`config.mk`:
```
export PLATFORM = sky130hd
export DESIGN_NAME = read_select
export DESIGN_NICKNAME = d
export VERILOG_FILES = /design/src/common/regread_pkg.sv /design/src/regfile/read_select.sv
export SDC_FILE = /design/constraint.sdc
export NUM_CORES = 1
export LEC_CHECK = 0
export BUFFER_PORTS_ARGS = -buffer_cell sky130_fd_sc_hd__buf_2
export CELL_PAD_IN_SITES_DETAIL_PLACEMENT = 2
export CELL_PAD_IN_SITES_GLOBAL_PLACEMENT = 2
export CORE_AREA = 2 2 106 108
export CTS_CLUSTER_DIAMETER = 30
export DETAILED_ROUTE_END_ITERATION = 8
export DIE_AREA = 0 0 108 110
export PLACE_DENSITY_LB_ADDON = 0.1
export SLEW_MARGIN = 0
export SYNTH_ARGS = -nofsm -noshare
export SYNTH_HDL_FRONTEND = slang
export SYNTH_SLANG_ARGS = --single-unit
```
`constraint.sdc`:
```
create_clock -name clk -period 0.8 [get_ports clk]
set_input_delay 0.04 -clock clk [delete_from_list [all_inputs] [get_ports clk]]
set_output_delay 0.04 -clock clk [all_outputs]
set_load 0.01 [all_outputs]
```
`src/common/regread_pkg.sv`:
```
`default_nettype none

package regread_pkg;

    // **************************************************
    // widths
    // **************************************************

    localparam int XLEN = 32;
    localparam int PREG_BITS = 6;

    typedef logic [PREG_BITS-1:0] preg_t;  // physical register number
    typedef logic [XLEN-1:0] data_t;

    // who held a shared ALU read slot in the previous cycle
    typedef logic [1:0] owner_t;

    localparam owner_t OWN_NONE = 2'd0;
    localparam owner_t OWN_ALU = 2'd1;
    localparam owner_t OWN_CSR = 2'd2;
    localparam owner_t OWN_MUL = 2'd3;

    // **************************************************
    // request side
    // **************************************************

    typedef struct packed {
        logic en;
        preg_t rs1;
        preg_t rs2;
    } src2_req_t;  // alu, csr, mul and store clients

    typedef struct packed {
        logic en;
        preg_t rs1;
    } src1_req_t;  // load clients

    // **************************************************
    // writeback and results
    // **************************************************

    typedef struct packed {
        logic en;
        logic we;  // the write only happens with en and we both high
        preg_t rd;
        data_t res;
    } wb_t;

    typedef struct packed {
        logic valid;
        data_t d1;
        data_t d2;
    } opnd2_t;

    typedef struct packed {
        logic valid;
        data_t d1;
    } opnd1_t;

endpackage

`default_nettype wire
```
`src/regfile/read_select.sv`:
```
`timescale 1ns/1ps
`default_nettype none

module read_select #(
    parameter int alu_ports = 3,
    parameter int load_ports = 2,
    parameter int store_ports = 1
) (
    input wire logic clk,
    input wire logic reset,
    input regread_pkg::src2_req_t alu_req [alu_ports],
    input regread_pkg::src2_req_t csr_req,
    input regread_pkg::src2_req_t mul_req,
    input regread_pkg::src1_req_t load_req [load_ports],
    input regread_pkg::src2_req_t store_req [store_ports],
    output logic [alu_ports-1:0] alu_ready,
    output logic csr_ready,
    output logic mul_ready,
    output logic [2*alu_ports+load_ports+2*store_ports-1:0] rd_en,
    output regread_pkg::preg_t rd_addr [2*alu_ports+load_ports+2*store_ports],
    output regread_pkg::owner_t owner [2]
);

    localparam int rd_ports = 2 * alu_ports + load_ports + 2 * store_ports;
    localparam int load_base = 2 * alu_ports;
    localparam int store_base = load_base + load_ports;

    logic [rd_ports-1:0] en_next;
    regread_pkg::preg_t addr_next [rd_ports];
    regread_pkg::owner_t owner_next [2];

    assign csr_ready = 1'b1;  // csr and mul never wait
    assign mul_ready = 1'b1;

    // **************************************************
    // slot grant and flat port layout
    // **************************************************

    always_comb begin
        regread_pkg::src2_req_t borrow;
        regread_pkg::owner_t own;

        alu_ready = '1;

        // all rs1 reads first, then all rs2 reads
        for (int i = 0; i < alu_ports; i++) begin
            en_next[i] = alu_req[i].en;
            en_next[alu_ports+i] = alu_req[i].en;
            addr_next[i] = alu_req[i].rs1;
            addr_next[alu_ports+i] = alu_req[i].rs2;
        end

        // slot 0 goes to csr, slot 1 to mul, the alu port is refused
        for (int s = 0; s < 2; s++) begin
            borrow = (s == 0) ? csr_req : mul_req;
            own = (s == 0) ? regread_pkg::OWN_CSR : regread_pkg::OWN_MUL;
            alu_ready[s] = ~borrow.en;
            if (borrow.en) begin
                en_next[s] = 1'b1;
                en_next[alu_ports+s] = 1'b1;
                addr_next[s] = borrow.rs1;
                addr_next[alu_ports+s] = borrow.rs2;
                owner_next[s] = own;
            end else begin
                owner_next[s] = alu_req[s].en ? regread_pkg::OWN_ALU : regread_pkg::OWN_NONE;
            end
        end

        for (int i = 0; i < load_ports; i++) begin
            en_next[load_base+i] = load_req[i].en;
            addr_next[load_base+i] = load_req[i].rs1;
        end

        // each store takes two neighbouring read ports
        for (int i = 0; i < store_ports; i++) begin
            en_next[store_base+2*i] = store_req[i].en;
            en_next[store_base+2*i+1] = store_req[i].en;
            addr_next[store_base+2*i] = store_req[i].rs1;
            addr_next[store_base+2*i+1] = store_req[i].rs2;
        end
    end

    // **************************************************
    // stage register
    // **************************************************

    always_ff @(posedge clk) begin
        if (reset) begin
            rd_en <= '0;
            owner[0] <= regread_pkg::OWN_NONE;
            owner[1] <= regread_pkg::OWN_NONE;
        end else begin
            rd_en <= en_next;
            owner[0] <= owner_next[0];
            owner[1] <= owner_next[1];
        end
    end

    always_ff @(posedge clk) begin
        for (int p = 0; p < rd_ports; p++) begin
            rd_addr[p] <= addr_next[p];  // only looked at while rd_en is high
        end
    end

endmodule

`default_nettype wire

```
==> results.py <==
metrics = {
    "power_and_ir_drop": {
        "p_leak_nw": 2.03,
        "seqPwrFrac": 0.474,
        "p_int_mw": 6.08,
        "power_mw": 7.95,
        "vdd_drop_max_mv": 0.964,
        "p_per_area_mw_per_mm2": 1860,
        "switching_share": 0.235,
        "clkPwrFrac": 0.358,
        "power_switching_mw": 1.87,
        "comb_power_share": 0.169,
    },
    "die": {
        "num_rows": 38,
        "fp.dieW_um": 108,
        "start_util": 0.178,
        "die_h_um": 110,
        "io-pin-count": 173,
        "die_area_mm2": 0.0119,
        "coreArea_mm2": 0.0107,
    },
    "setup_path": {
        "start_kind": "register",
        "crit_required_ns": 0.76,
        "cp.arrival_ns": 0.82,
        "critPathKind": "reg2out",
        "path_buf_inv": 1,
        "crit_family": "flip-flops",
        "crit_path_end_kind": "output port",
        "crit_slowest_cell": "dfxtp_4",
        "path_cells": "buf_6",
        "critPathMaxFanout": 2,
        "critPathMaxStageDelay_ns": 0.36,
    },
    "detailed_routing": {
        "wl_um": 7520,
        "vias": 1890,
        "firstDrtPassIters": 3,
        "vias_per_cell": 3.60,
        "wl_per_cell_um": 14.3,
        "drtIter0Drc": 24,
        "final_antenna_net_count": 0,
        "drc": 0,
    },
    "timing": {
        "min_period_ns": 0.864,
        "drv_slew": 0,
        "finalSetupViolCount": 74,
        "fin_crit_sh": 1.08,
        "final-hold-violation-count": 0,
        "rsz0062_at_grt": "true",
        "fmax_mhz": 1160,
        "setup_tns_ns": -1.86,
        "setup_slack_ns": -0.0642,
    },
    "grt": {
        "antenna_found_initial": 0,
        "grt_pass1_wl_um": 10700,
        "grt_overflow_total": 0,
        "grt_max_degree": 14,
        "grtUsageTotal": 0.124,
        "grt_pass1_vias": 2095,
    },
    "clock_network": {
        "cts_tree": "yes",
        "cts_sinks": 69,
        "path_clk_slew_ns": 0.07,
        "root_buffer": "clkbuf_8",
        "clockBufferDepth": 2,
        "numCtsBuffers": 9,
        "cts_setup_buffers": 0,
        "cts.htree.levels": 3,
    },
    "cells_and_area": {
        "finalInstanceArea_mm2": 0.00427,
        "drive_gt1_frac": 0.655,
        "layout_common_cells": "buf_2, dlygate4sd3_1, buf_6, dfxtp_2, dfxtp_1",
        "final_common_cell": "buf_2",
        "nets": 475,
        "num_antenna_cells": 0,
        "area_delta_synth_final_pct": 125,
    },
    "synthesis": {
        "avgSynthCellArea_um2": 16.2,
        "ys_seq_area_frac": 0.727,
        "ys_warn_count": 0,
        "synthCells": 117,
        "synth-seq-cells": 69,
        "yosysUniqueCellTypes": 11,
        "synth_area_mm2": 0.00190,
    },
    "place": {
        "place_congestion": 0.668,
        "place_ws_ns": -0.0884,
        "portBuffers": 169,
        "dp_hpwl_um": 4690,
        "dpl-instance-area_mm2": 0.00285,
    },
    "min_path": {
        "min_path_type": "in2reg",
    },
    "status": {
        "violations": "setup timing",
        "status": "complete, but fails checks",
    },
    "flow_run": {
        "maxCapViolations": 0,
    },
}
[cells in the mapped netlist]
library cell	n	area share
dfxtp_1	69	0.73
conb_1	1	0.0020
o21ba_2	2	0.011
mux2_4	13	0.10
buf_6	2	0.012
nor3b_1	1	0.0040
buf_12	2	0.021
buf_4	8	0.032
nor2b_1	6	0.020
mux2_2	11	0.065
inv_1	2	0.0040
[cell families after synthesis]
kind of cell / after synthesis / share of synthesized area
and+or+nand+nor: 7 / 0.0237
muxes: 24 / 0.168
DFF: 69 / 0.727
other: 1 / 0.00197
buffers and inverters: 14 / 0.0685
AOI/OAI and AO/OA: 2 / 0.0105
[worst min-delay path: cells and delay by family]
kind / cells / cell delay [ns]
simple gates: 1 / 0.05
buf+inv: 2 / 0.29
[path summary, 6_finish.rpt]
path / from / to / slack [ns] / depth (start not counted)
setup / recovery: rd_en[3] / rd_en[0] / -0.06 / 1
hold / removal: csr_req[12] / owner[2] / 0.07 / 3
[registers in the layout, summed over array words and instances, names as in the netlist]
register / flops
owner: 3
rd_en: 6
rd_addr: 60
[power by group through the flow]
stage	logic, mW	registers (mW)	clock network (mW)
floorplan	0.255	3.91	0
global placement	0.827	3.78	0
detailed placement	0.837	3.79	0
CTS	1.25	3.73	3.00
global route	1.45	3.79	3.12
finish	1.34	3.77	2.85
[layout make-up]
cell class	count	area (um^2)
clock buffers	11	141
clock inverters	4	48.8
fillers	1118	6430
inverters	2	7.51
multi-input cells	36	395
flip-flops and latches	69	1430
well taps	140	175
repair buffers	263	2070
[metal layers]
layer / global-route usage / vias up / routed length, um
met4: 0.0797 / 0 / 192
met5: 0 / - / 0
li1: - / 894 / -
met2: 0.222 / 115 / 3880
met1: 0.122 / 870 / 2700
met3: 0.0441 / 11 / 745
[through the flow]
stage / hold slack [ns] / util / instances
3_3_place_gp: 0.143 / 0.267 / 419
5_1_grt: 0.0690 / 0.399 / 525
2_1_floorplan: 0.0677 / - / 119
6_report: 0.0744 / 0.399 / 525
3_5_place_dp: 0.144 / 0.267 / 419
4_1_cts: 0.0674 / 0.380 / 525
[repair_timing]
action / 4_1_cts / 5_1_grt
hold buffers: 91 / 0
endpoints found under the setup margin: 74 / 75
gates cloned: 0 / 0
gates resized for setup: 33 / 53
endpoints found under the hold margin: 69 / 0
pin swaps: 0 / 0
Power figures use the tool's default switching activity.
