<file path="src/common/regread_pkg.sv">
`default_nettype none

package regread_pkg;

    // **************************************************
    // widths
    // **************************************************

    localparam int XLEN = 32;
    localparam int PREG_BITS = 6;

    typedef logic [PREG_BITS-1:0] preg_t;  // physical register number
    typedef logic [XLEN-1:0] data_t;

    // who held a shared ALU read slot in the previous cycle
    typedef logic [1:0] owner_t;

    localparam owner_t OWN_NONE = 2'd0;
    localparam owner_t OWN_ALU = 2'd1;
    localparam owner_t OWN_CSR = 2'd2;
    localparam owner_t OWN_MUL = 2'd3;

    // **************************************************
    // request side
    // **************************************************

    typedef struct packed {
        logic en;
        preg_t rs1;
        preg_t rs2;
    } src2_req_t;  // alu, csr, mul and store clients

    typedef struct packed {
        logic en;
        preg_t rs1;
    } src1_req_t;  // load clients

    // **************************************************
    // writeback and results
    // **************************************************

    typedef struct packed {
        logic en;
        logic we;  // the write only happens with en and we both high
        preg_t rd;
        data_t res;
    } wb_t;

    typedef struct packed {
        logic valid;
        data_t d1;
        data_t d2;
    } opnd2_t;

    typedef struct packed {
        logic valid;
        data_t d1;
    } opnd1_t;

endpackage

`default_nettype wire
</file>
<file path="src/regfile/wb_bypass.sv">
`timescale 1ns/1ps
`default_nettype none

module wb_bypass #(
    parameter int alu_ports = 3,
    parameter int load_ports = 2,
    parameter int store_ports = 1,
    parameter int wb_ports = 4
) (
    input wire logic [2*alu_ports+load_ports+2*store_ports-1:0] rd_en,
    input regread_pkg::preg_t rd_addr [2*alu_ports+load_ports+2*store_ports],
    input regread_pkg::data_t rd_data [2*alu_ports+load_ports+2*store_ports],
    input regread_pkg::owner_t owner [2],
    input regread_pkg::wb_t wb [wb_ports],
    output regread_pkg::opnd2_t alu_opnd [alu_ports],
    output regread_pkg::opnd2_t csr_opnd,
    output regread_pkg::opnd2_t mul_opnd,
    output regread_pkg::opnd1_t load_opnd [load_ports],
    output regread_pkg::opnd2_t store_opnd [store_ports]
);

    localparam int rd_ports = 2 * alu_ports + load_ports + 2 * store_ports;
    localparam int load_base = 2 * alu_ports;
    localparam int store_base = load_base + load_ports;

    regread_pkg::data_t byp_data [rd_ports];

    // **************************************************
    // same-cycle writeback forwarding
    // **************************************************

    always_comb begin
        for (int p = 0; p < rd_ports; p++) begin
            byp_data[p] = rd_data[p];
            for (int w = 0; w < wb_ports; w++) begin  // highest port is checked last and wins
                if (rd_en[p] && wb[w].en && wb[w].we && (wb[w].rd == rd_addr[p])
                    && (rd_addr[p] != '0)) begin
                    byp_data[p] = wb[w].res;
                end
            end
        end
    end

    // **************************************************
    // client results
    // **************************************************

    always_comb begin
        for (int i = 0; i < alu_ports; i++) begin
            alu_opnd[i].valid = rd_en[i];
            alu_opnd[i].d1 = byp_data[i];
            alu_opnd[i].d2 = byp_data[alu_ports+i];
        end
        // a borrowed slot produces no alu result
        alu_opnd[0].valid = rd_en[0] && (owner[0] == regread_pkg::OWN_ALU);
        alu_opnd[1].valid = rd_en[1] && (owner[1] == regread_pkg::OWN_ALU);

        csr_opnd.valid = rd_en[0] && (owner[0] == regread_pkg::OWN_CSR);
        csr_opnd.d1 = byp_data[0];
        csr_opnd.d2 = byp_data[alu_ports];
        mul_opnd.valid = rd_en[1] && (owner[1] == regread_pkg::OWN_MUL);
        mul_opnd.d1 = byp_data[1];
        mul_opnd.d2 = byp_data[alu_ports+1];

        for (int i = 0; i < load_ports; i++) begin
            load_opnd[i].valid = rd_en[load_base+i];
            load_opnd[i].d1 = byp_data[load_base+i];
        end
        for (int i = 0; i < store_ports; i++) begin
            store_opnd[i].valid = rd_en[store_base+2*i];
            store_opnd[i].d1 = byp_data[store_base+2*i];
            store_opnd[i].d2 = byp_data[store_base+2*i+1];
        end
    end

endmodule

`default_nettype wire

</file>
<file path="config.mk">
export PLATFORM = sky130hd
export DESIGN_NAME = wb_bypass
export DESIGN_NICKNAME = d
export VERILOG_FILES = /design/src/common/regread_pkg.sv /design/src/regfile/wb_bypass.sv
export SDC_FILE = /design/constraint.sdc
export NUM_CORES = 1
export LEC_CHECK = 0
export BUFFER_PORTS_ARGS = -buffer_cell sky130_fd_sc_hd__buf_2
export CAP_MARGIN = 20
export CORE_AREA = 2 2 397 399
export DETAILED_ROUTE_END_ITERATION = 16
export DIE_AREA = 0 0 399 401
export PLACE_DENSITY_LB_ADDON = 0.12
export SYNTH_ARGS = -nofsm -noshare
export SYNTH_HDL_FRONTEND = slang
export SYNTH_SLANG_ARGS = --single-unit
</file>
<file path="constraint.sdc">
create_clock -name vclk -period 4
set_input_delay 0.8 -clock vclk [all_inputs]
set_output_delay 0.8 -clock vclk [all_outputs]
set_load 0.05 [all_outputs]
</file>
==> run_results.csv, run 1 <==
group,metric,value,unit
setup_path,critPathKind,"input pin to output pin",
routing,drtAntennaViolNets,0,
floorplanning,ioPinCount,1010,
floorplanning,dieArea,0.160,sq mm
routing,vias_per_cell,5.04,
global_routing,grt_pass1_vias,26590,
job,drv_cap,0,
synth,ys_types,49,
global_routing,grt.met2_usage,39.8,%
power_and_ir_drop,pwr-share-comb,100.0,%
timing,slew_headroom,4.51,%
synth,syn_inst,2370,
timing,fin_crit,4.52,ns
global_routing,use_met3,4.95,%
global_routing,grt_use_met1,33.0,%
cells_and_area,fin_nets,3827,
timing,rsz0062_at_grt,"yes",
setup_path,crit_start,"rd_addr[57]",
synth,yosys_warnings,0,
setup_path,crit_path_max_fanout,4,
global_routing,track_usage,25.2,%
setup_path,crit_arrival,3.72,ns
timing,hold_viol_final,0,
routing,vias,27126,
floorplanning,die_x,399,um
floorplanning,coreArea,0.156,sq mm
synth,synth_top_area_share,14.9,%
timing,setup_viol,35,
placed_design,dp_cells,5266,
power_and_ir_drop,powerDensity,127,mW/mm^2
synth,netlist_area,0.0159,sq mm
floorplanning,num_rows,145,
routing,firstDrtPassIters,6,
synth,yosysMostFrequentCell,"a22oi_1",
timing,fin_ws,-0.517,ns
timing,timing.fmax,221,MHz
timing,post-route-period-util,113,%
synth,synth_nets,2924,
power_and_ir_drop,p_total,3.58,mW
placed_design,dp_slack,-0.832,ns
timing,hold_ws,1.92,ns
routing,drt_iter0_drc,3113,
floorplanning,start_util,10.2,%
global_routing,grt_pass1_wl,270000,um
setup_path,worst_setup_path_start_kind,"input pin",
power_and_ir_drop,p_sw,2.48,mW
synth,synth_top_area_cell,"a221o_1",
cells_and_area,drive_gt1_share,52.6,%
timing,worst_slew_pin_slew,1.43,ns
synth,synthTopCellsByArea,"a221o_1, a22oi_1, o211ai_1",
synth,synth_common_cells,"a22oi_1, clkbuf_1, a221o_1",
placed_design,gp_congestion,0.854,
global_routing,grt_max_degree,33,
routing,avgRoutedWirePerCell,40.2,um
routing,routed_wl,217000,um
power_and_ir_drop,ir_drop,59.4,uV
cells_and_area,area_delta_synth_final,76.7,%
global_routing,grt_overflow,0,
cts,hold_buffers,0,
global_routing,antenna_found_initial,69,
cells_and_area,regArea,0,sq um
setup_path,crit_path_end,"csr_opnd[32]",
synth,ys_seq_area_share,0,%
status,violations,"setup timing",
cells_and_area,nFlopsAndLatches,0,
cells_and_area,n_clock_buffer,0,
placed_design,hpwl,170000,um
placed_design,port-buffer-count,1010,
global_routing,busiest_layer,"met2",
timing,slew_violations,0,
min_path,hold_path_class,"input pin to output pin",
power_and_ir_drop,p_leak,11.4,nW
power_and_ir_drop,internal-power,1.10,mW
power_and_ir_drop,p_sw_share,69.3,%
routing,drc,0,
synth,syn_avg_cell_area,6.70,sq um
power_and_ir_drop,pwr-share-clk,0,%
setup_path,critPathRequiredTime,3.20,ns
timing,finalSetupTns,-3.26,ns
status,status,"complete, but fails checks",
power_and_ir_drop,p_seq_share,0,%
setup_path,end_kind,"output pin",
floorplanning,fp.dieH,401,um
cells_and_area,final_cells,5383,
per-layer routing:
metal / up-vias / routed length (um)
met5: - / 227
met4: 28 / 10100
met3: 457 / 17200
met2: 1996 / 97400
met1: 13666 / 91600
li1: 10979 / -
cell families (layout without fill, tap and decap cells):
logic type | Yosys count | in the layout | share of synthesized area, %
muxes | 32 | 32 | 2.26
AOI/OAI and AO/OA | 1085 | 1085 | 51.8
other | 0 | 54 | 0
buffers and inverters | 573 | 1473 | 19.0
and+or+nand+nor | 440 | 441 | 13.7
xor gates and xnor gates | 240 | 240 | 13.2
power groups by stage:
stage / logic (mW) / registers [mW] / clock network (mW)
finish: 3.58 / 0 / 0.0000000971
global route: 3.68 / 0 / 0.000000676
global placement: 3.39 / 0 / 0
CTS: 3.47 / 0 / 0
floorplan: 2.04 / 0 / 0
detailed placement: 3.39 / 0 / 0
stage by stage:
step / util, % / area (sq um)
2_1_floorplan: - / 16200
3_3_place_gp: 16.7 / 26100
3_5_place_dp: 16.8 / 26100
4_1_cts: 17.3 / 27000
5_1_grt: 18.0 / 28000
6_report: 18.0 / 28100
worst max-delay path, stage by stage:
cell and delay (ns):
buf_8 0.10, or4_4 0.55, o31ai_4 0.26, buf_6 0.15, nor4_4 0.05, clkbuf_16 0.17
a222oi_1 1.19, nand2_2 0.10, buf_6 0.19, buf_12 0.14
how the worst min path moves through the flow:
stage / depth (start not counted) / to / startpoint
2_1_floorplan: 1 / alu_opnd[64] / rd_en[2]
3_3_place_gp: 3 / csr_opnd[64] / owner[2]
3_5_place_dp: 3 / csr_opnd[64] / owner[2]
4_1_cts: 3 / csr_opnd[64] / owner[2]
5_1_grt: 2 / alu_opnd[64] / rd_en[2]
6_report: 2 / alu_opnd[64] / rd_en[2]
placed cells by master, fill, tap and decap left out, types with 16 or more instances in the layout:
| cell | count |
|---|---|
| o211ai_1 | 191 |
| nand3_2 | 21 |
| buf_12 | 159 |
| nor3_1 | 33 |
| nand3_1 | 29 |
| o21ai_2 | 76 |
| o21ai_0 | 129 |
| nand2_1 | 184 |
| and3_1 | 33 |
| diode_2 | 54 |
| mux2_2 | 16 |
| o21ai_1 | 56 |
| buf_2 | 823 |
| buf_4 | 370 |
| nand4_1 | 18 |
| a221o_1 | 237 |
| a22oi_1 | 305 |
| clkbuf_4 | 49 |
| xnor2_1 | 105 |
| buf_6 | 57 |
| a221oi_1 | 42 |
| xor2_1 | 134 |
cell type report:
class	count	area, sq um
diodes	54	135
fillers	17920	128000
inverters	1	3.75
multi-input cells	1798	14000
well taps	2058	2570
repair buffers	1472	11400
repair_timing:
action | 4_1_cts | 5_1_grt
setup endpoints to repair | 243 | 203
cloned | 2 | 3
pin swaps | 40 | 40
gates resized for setup | 171 | 198
buffers inserted | 27 | 32
No activity file was read; power rests on OpenSTA's default activity.
==> run 2, diff against run 1 <==
--- a/config.mk
+++ b/config.mk
@@ -7,10 +7,11 @@
 export LEC_CHECK = 0
 export BUFFER_PORTS_ARGS = -buffer_cell sky130_fd_sc_hd__buf_2
 export CAP_MARGIN = 20
-export CORE_AREA = 2 2 397 399
+export CORE_AREA = 2 2 388 390
 export DETAILED_ROUTE_END_ITERATION = 16
-export DIE_AREA = 0 0 399 401
+export DIE_AREA = 0 0 390 392
 export PLACE_DENSITY_LB_ADDON = 0.12
+export SETUP_SLACK_MARGIN = 0.3
 export SYNTH_ARGS = -nofsm -noshare
 export SYNTH_HDL_FRONTEND = slang
 export SYNTH_SLANG_ARGS = --single-unit
==> run_results.csv, run 2 (synthesized netlist as in run 1, its figures left out) <==
group,metric,value,unit
timing,fin_crit,3.98,ns
timing,rsz0062_at_grt,"yes",
status,status,"complete, no violations",
job,drv_cap,0,
power_and_ir_drop,p_total,4.05,mW
power_and_ir_drop,p_sw,2.64,mW
floorplanning,fp.dieH,392,um
power_and_ir_drop,p_sw_share,65.3,%
floorplanning,start_util,10.7,%
timing,slew_violations,0,
cells_and_area,fin_nets,3914,
min_path,hold_path_class,"input pin to output pin",
cells_and_area,nFlopsAndLatches,0,
routing,vias_per_cell,5.22,
routing,drtAntennaViolNets,0,
timing,slew_headroom,54.0,%
routing,vias,27821,
floorplanning,ioPinCount,1010,
cells_and_area,final_common_cell,"buf_2",
timing,fin_ws,0.0191,ns
setup_path,crit_arrival,3.18,ns
setup_path,crit_path_max_fanout,7,
cells_and_area,regArea,0,sq um
cells_and_area,area_delta_synth_final,114,%
cells_and_area,drive_gt1_share,62.4,%
power_and_ir_drop,powerDensity,119,mW/mm^2
floorplanning,coreArea,0.149,sq mm
timing,timing.fmax,251,MHz
setup_path,end_kind,"output pin",
timing,finalSetupTns,0,ns
routing,drt_iter0_drc,3119,
placed_design,dp_slack,-0.335,ns
setup_path,crit_top_cell,"buf_12",
cells_and_area,n_clock_buffer,0,
power_and_ir_drop,p_seq_share,0,%
cells_and_area,final_cell_mix,"buf_2, buf_4, a22oi_1, buf_6, a221o_1",
setup_path,cp_cell_sequence,"buf_12 > or4_4 > o31a_1 > nand3_4 > buf_12 > buf_12 > buf_4 > mux2_4 > o211ai_1 > nand3_4 > buf_8",
cells_and_area,final_cells,5334,
timing,setup_viol,0,
setup_path,critPathTopFamily,"simple AND/OR/NAND/NOR gates",
routing,firstDrtPassIters,7,
placed_design,gp_congestion,0.860,
setup_path,worst_setup_path_start_kind,"input pin",
placed_design,dp_cells,5093,
routing,routed_wl,231000,um
global_routing,grt_pass1_vias,27327,
setup_path,critPathKind,"input pin to output pin",
routing,avgRoutedWirePerCell,43.4,um
power_and_ir_drop,internal-power,1.41,mW
global_routing,grt_overflow,0,
setup_path,cpPeakStageDelay,0.58,ns
global_routing,grt_max_degree,33,
routing,drc,0,
cells_and_area,nFillCells,16571,
power_and_ir_drop,pwr-share-clk,0,%
timing,hold_viol_final,0,
floorplanning,dieArea,0.153,sq mm
global_routing,antenna_found_initial,56,
global_routing,track_usage,27.5,%
timing,worst_slew_pin_slew,0.690,ns
placed_design,port-buffer-count,1010,
setup_path,slowest_stage,"or4_4",
setup_path,critPathRequiredTime,3.20,ns
cts,hold_buffers,0,
power_and_ir_drop,pwr-share-comb,100.0,%
floorplanning,num_rows,142,
placed_design,hpwl,167000,um
power_and_ir_drop,ir_drop,63.6,uV
floorplanning,die_x,390,um
setup_path,path_buf_inv,5,
power_and_ir_drop,p_leak,13.6,nW
global_routing,grt_pass1_wl,282000,um
cells_and_area,fin_util,22.8,%
timing,post-route-period-util,99.5,%
## run 2: area by class of cell
cell class	count	area (sq um)	share of cell area, %
Antenna cell	32	80.1	0.235
Inverter	1	3.75	0.0110
Multi-Input combinational cell	1797	16200	47.7
Tap cell	1944	2430	7.15
Timing Repair Buffer	1560	15300	44.9
## run 2: final timing paths
check,startpoint,endpoint,depth (start not counted)
max,rd_addr[55],alu_opnd[179],11
min,owner[1],alu_opnd[129],3
## run 2: through the flow
step                      hold WS [ns]  cell area [sq um]
after floorplan                   1.77              17900
after global placement            1.91              26700
after detailed placement          1.92              26700
after CTS                         1.92              30300
after global routing              1.93              34000
final                             1.92              34000
## run 2: per-layer routing
metal,share of wire [%],GRT usage (%),vias to the layer above
met5,0.073,0,-
met1,41,34.9,14132
met4,4.5,9.48,24
li1,-,-,11141
met2,46,46.0,2042
met3,8.3,5.53,482
## run 2: power groups by stage
stage,logic (mW),clock network (mW),registers (mW)
floorplan,2.22,0,0
global placement,3.49,0,0
detailed placement,3.49,0,0
CTS,3.73,0,0
global route,4.15,0.000000349,0
finish,4.05,0.000000798,0
## run 2: what timing repair did
action,in CTS,in global routing
cloned,28,19
setup endpoints to repair,446,446
hold endpoints to repair,0,0
resized for setup,559,724
buffers inserted,76,86
pin swaps,101,151
## run 2: worst min-delay path, delay by kind of cell
kind	cells	cell delay (ns)
buf+inv	2	0.28
simple gates	1	0.04
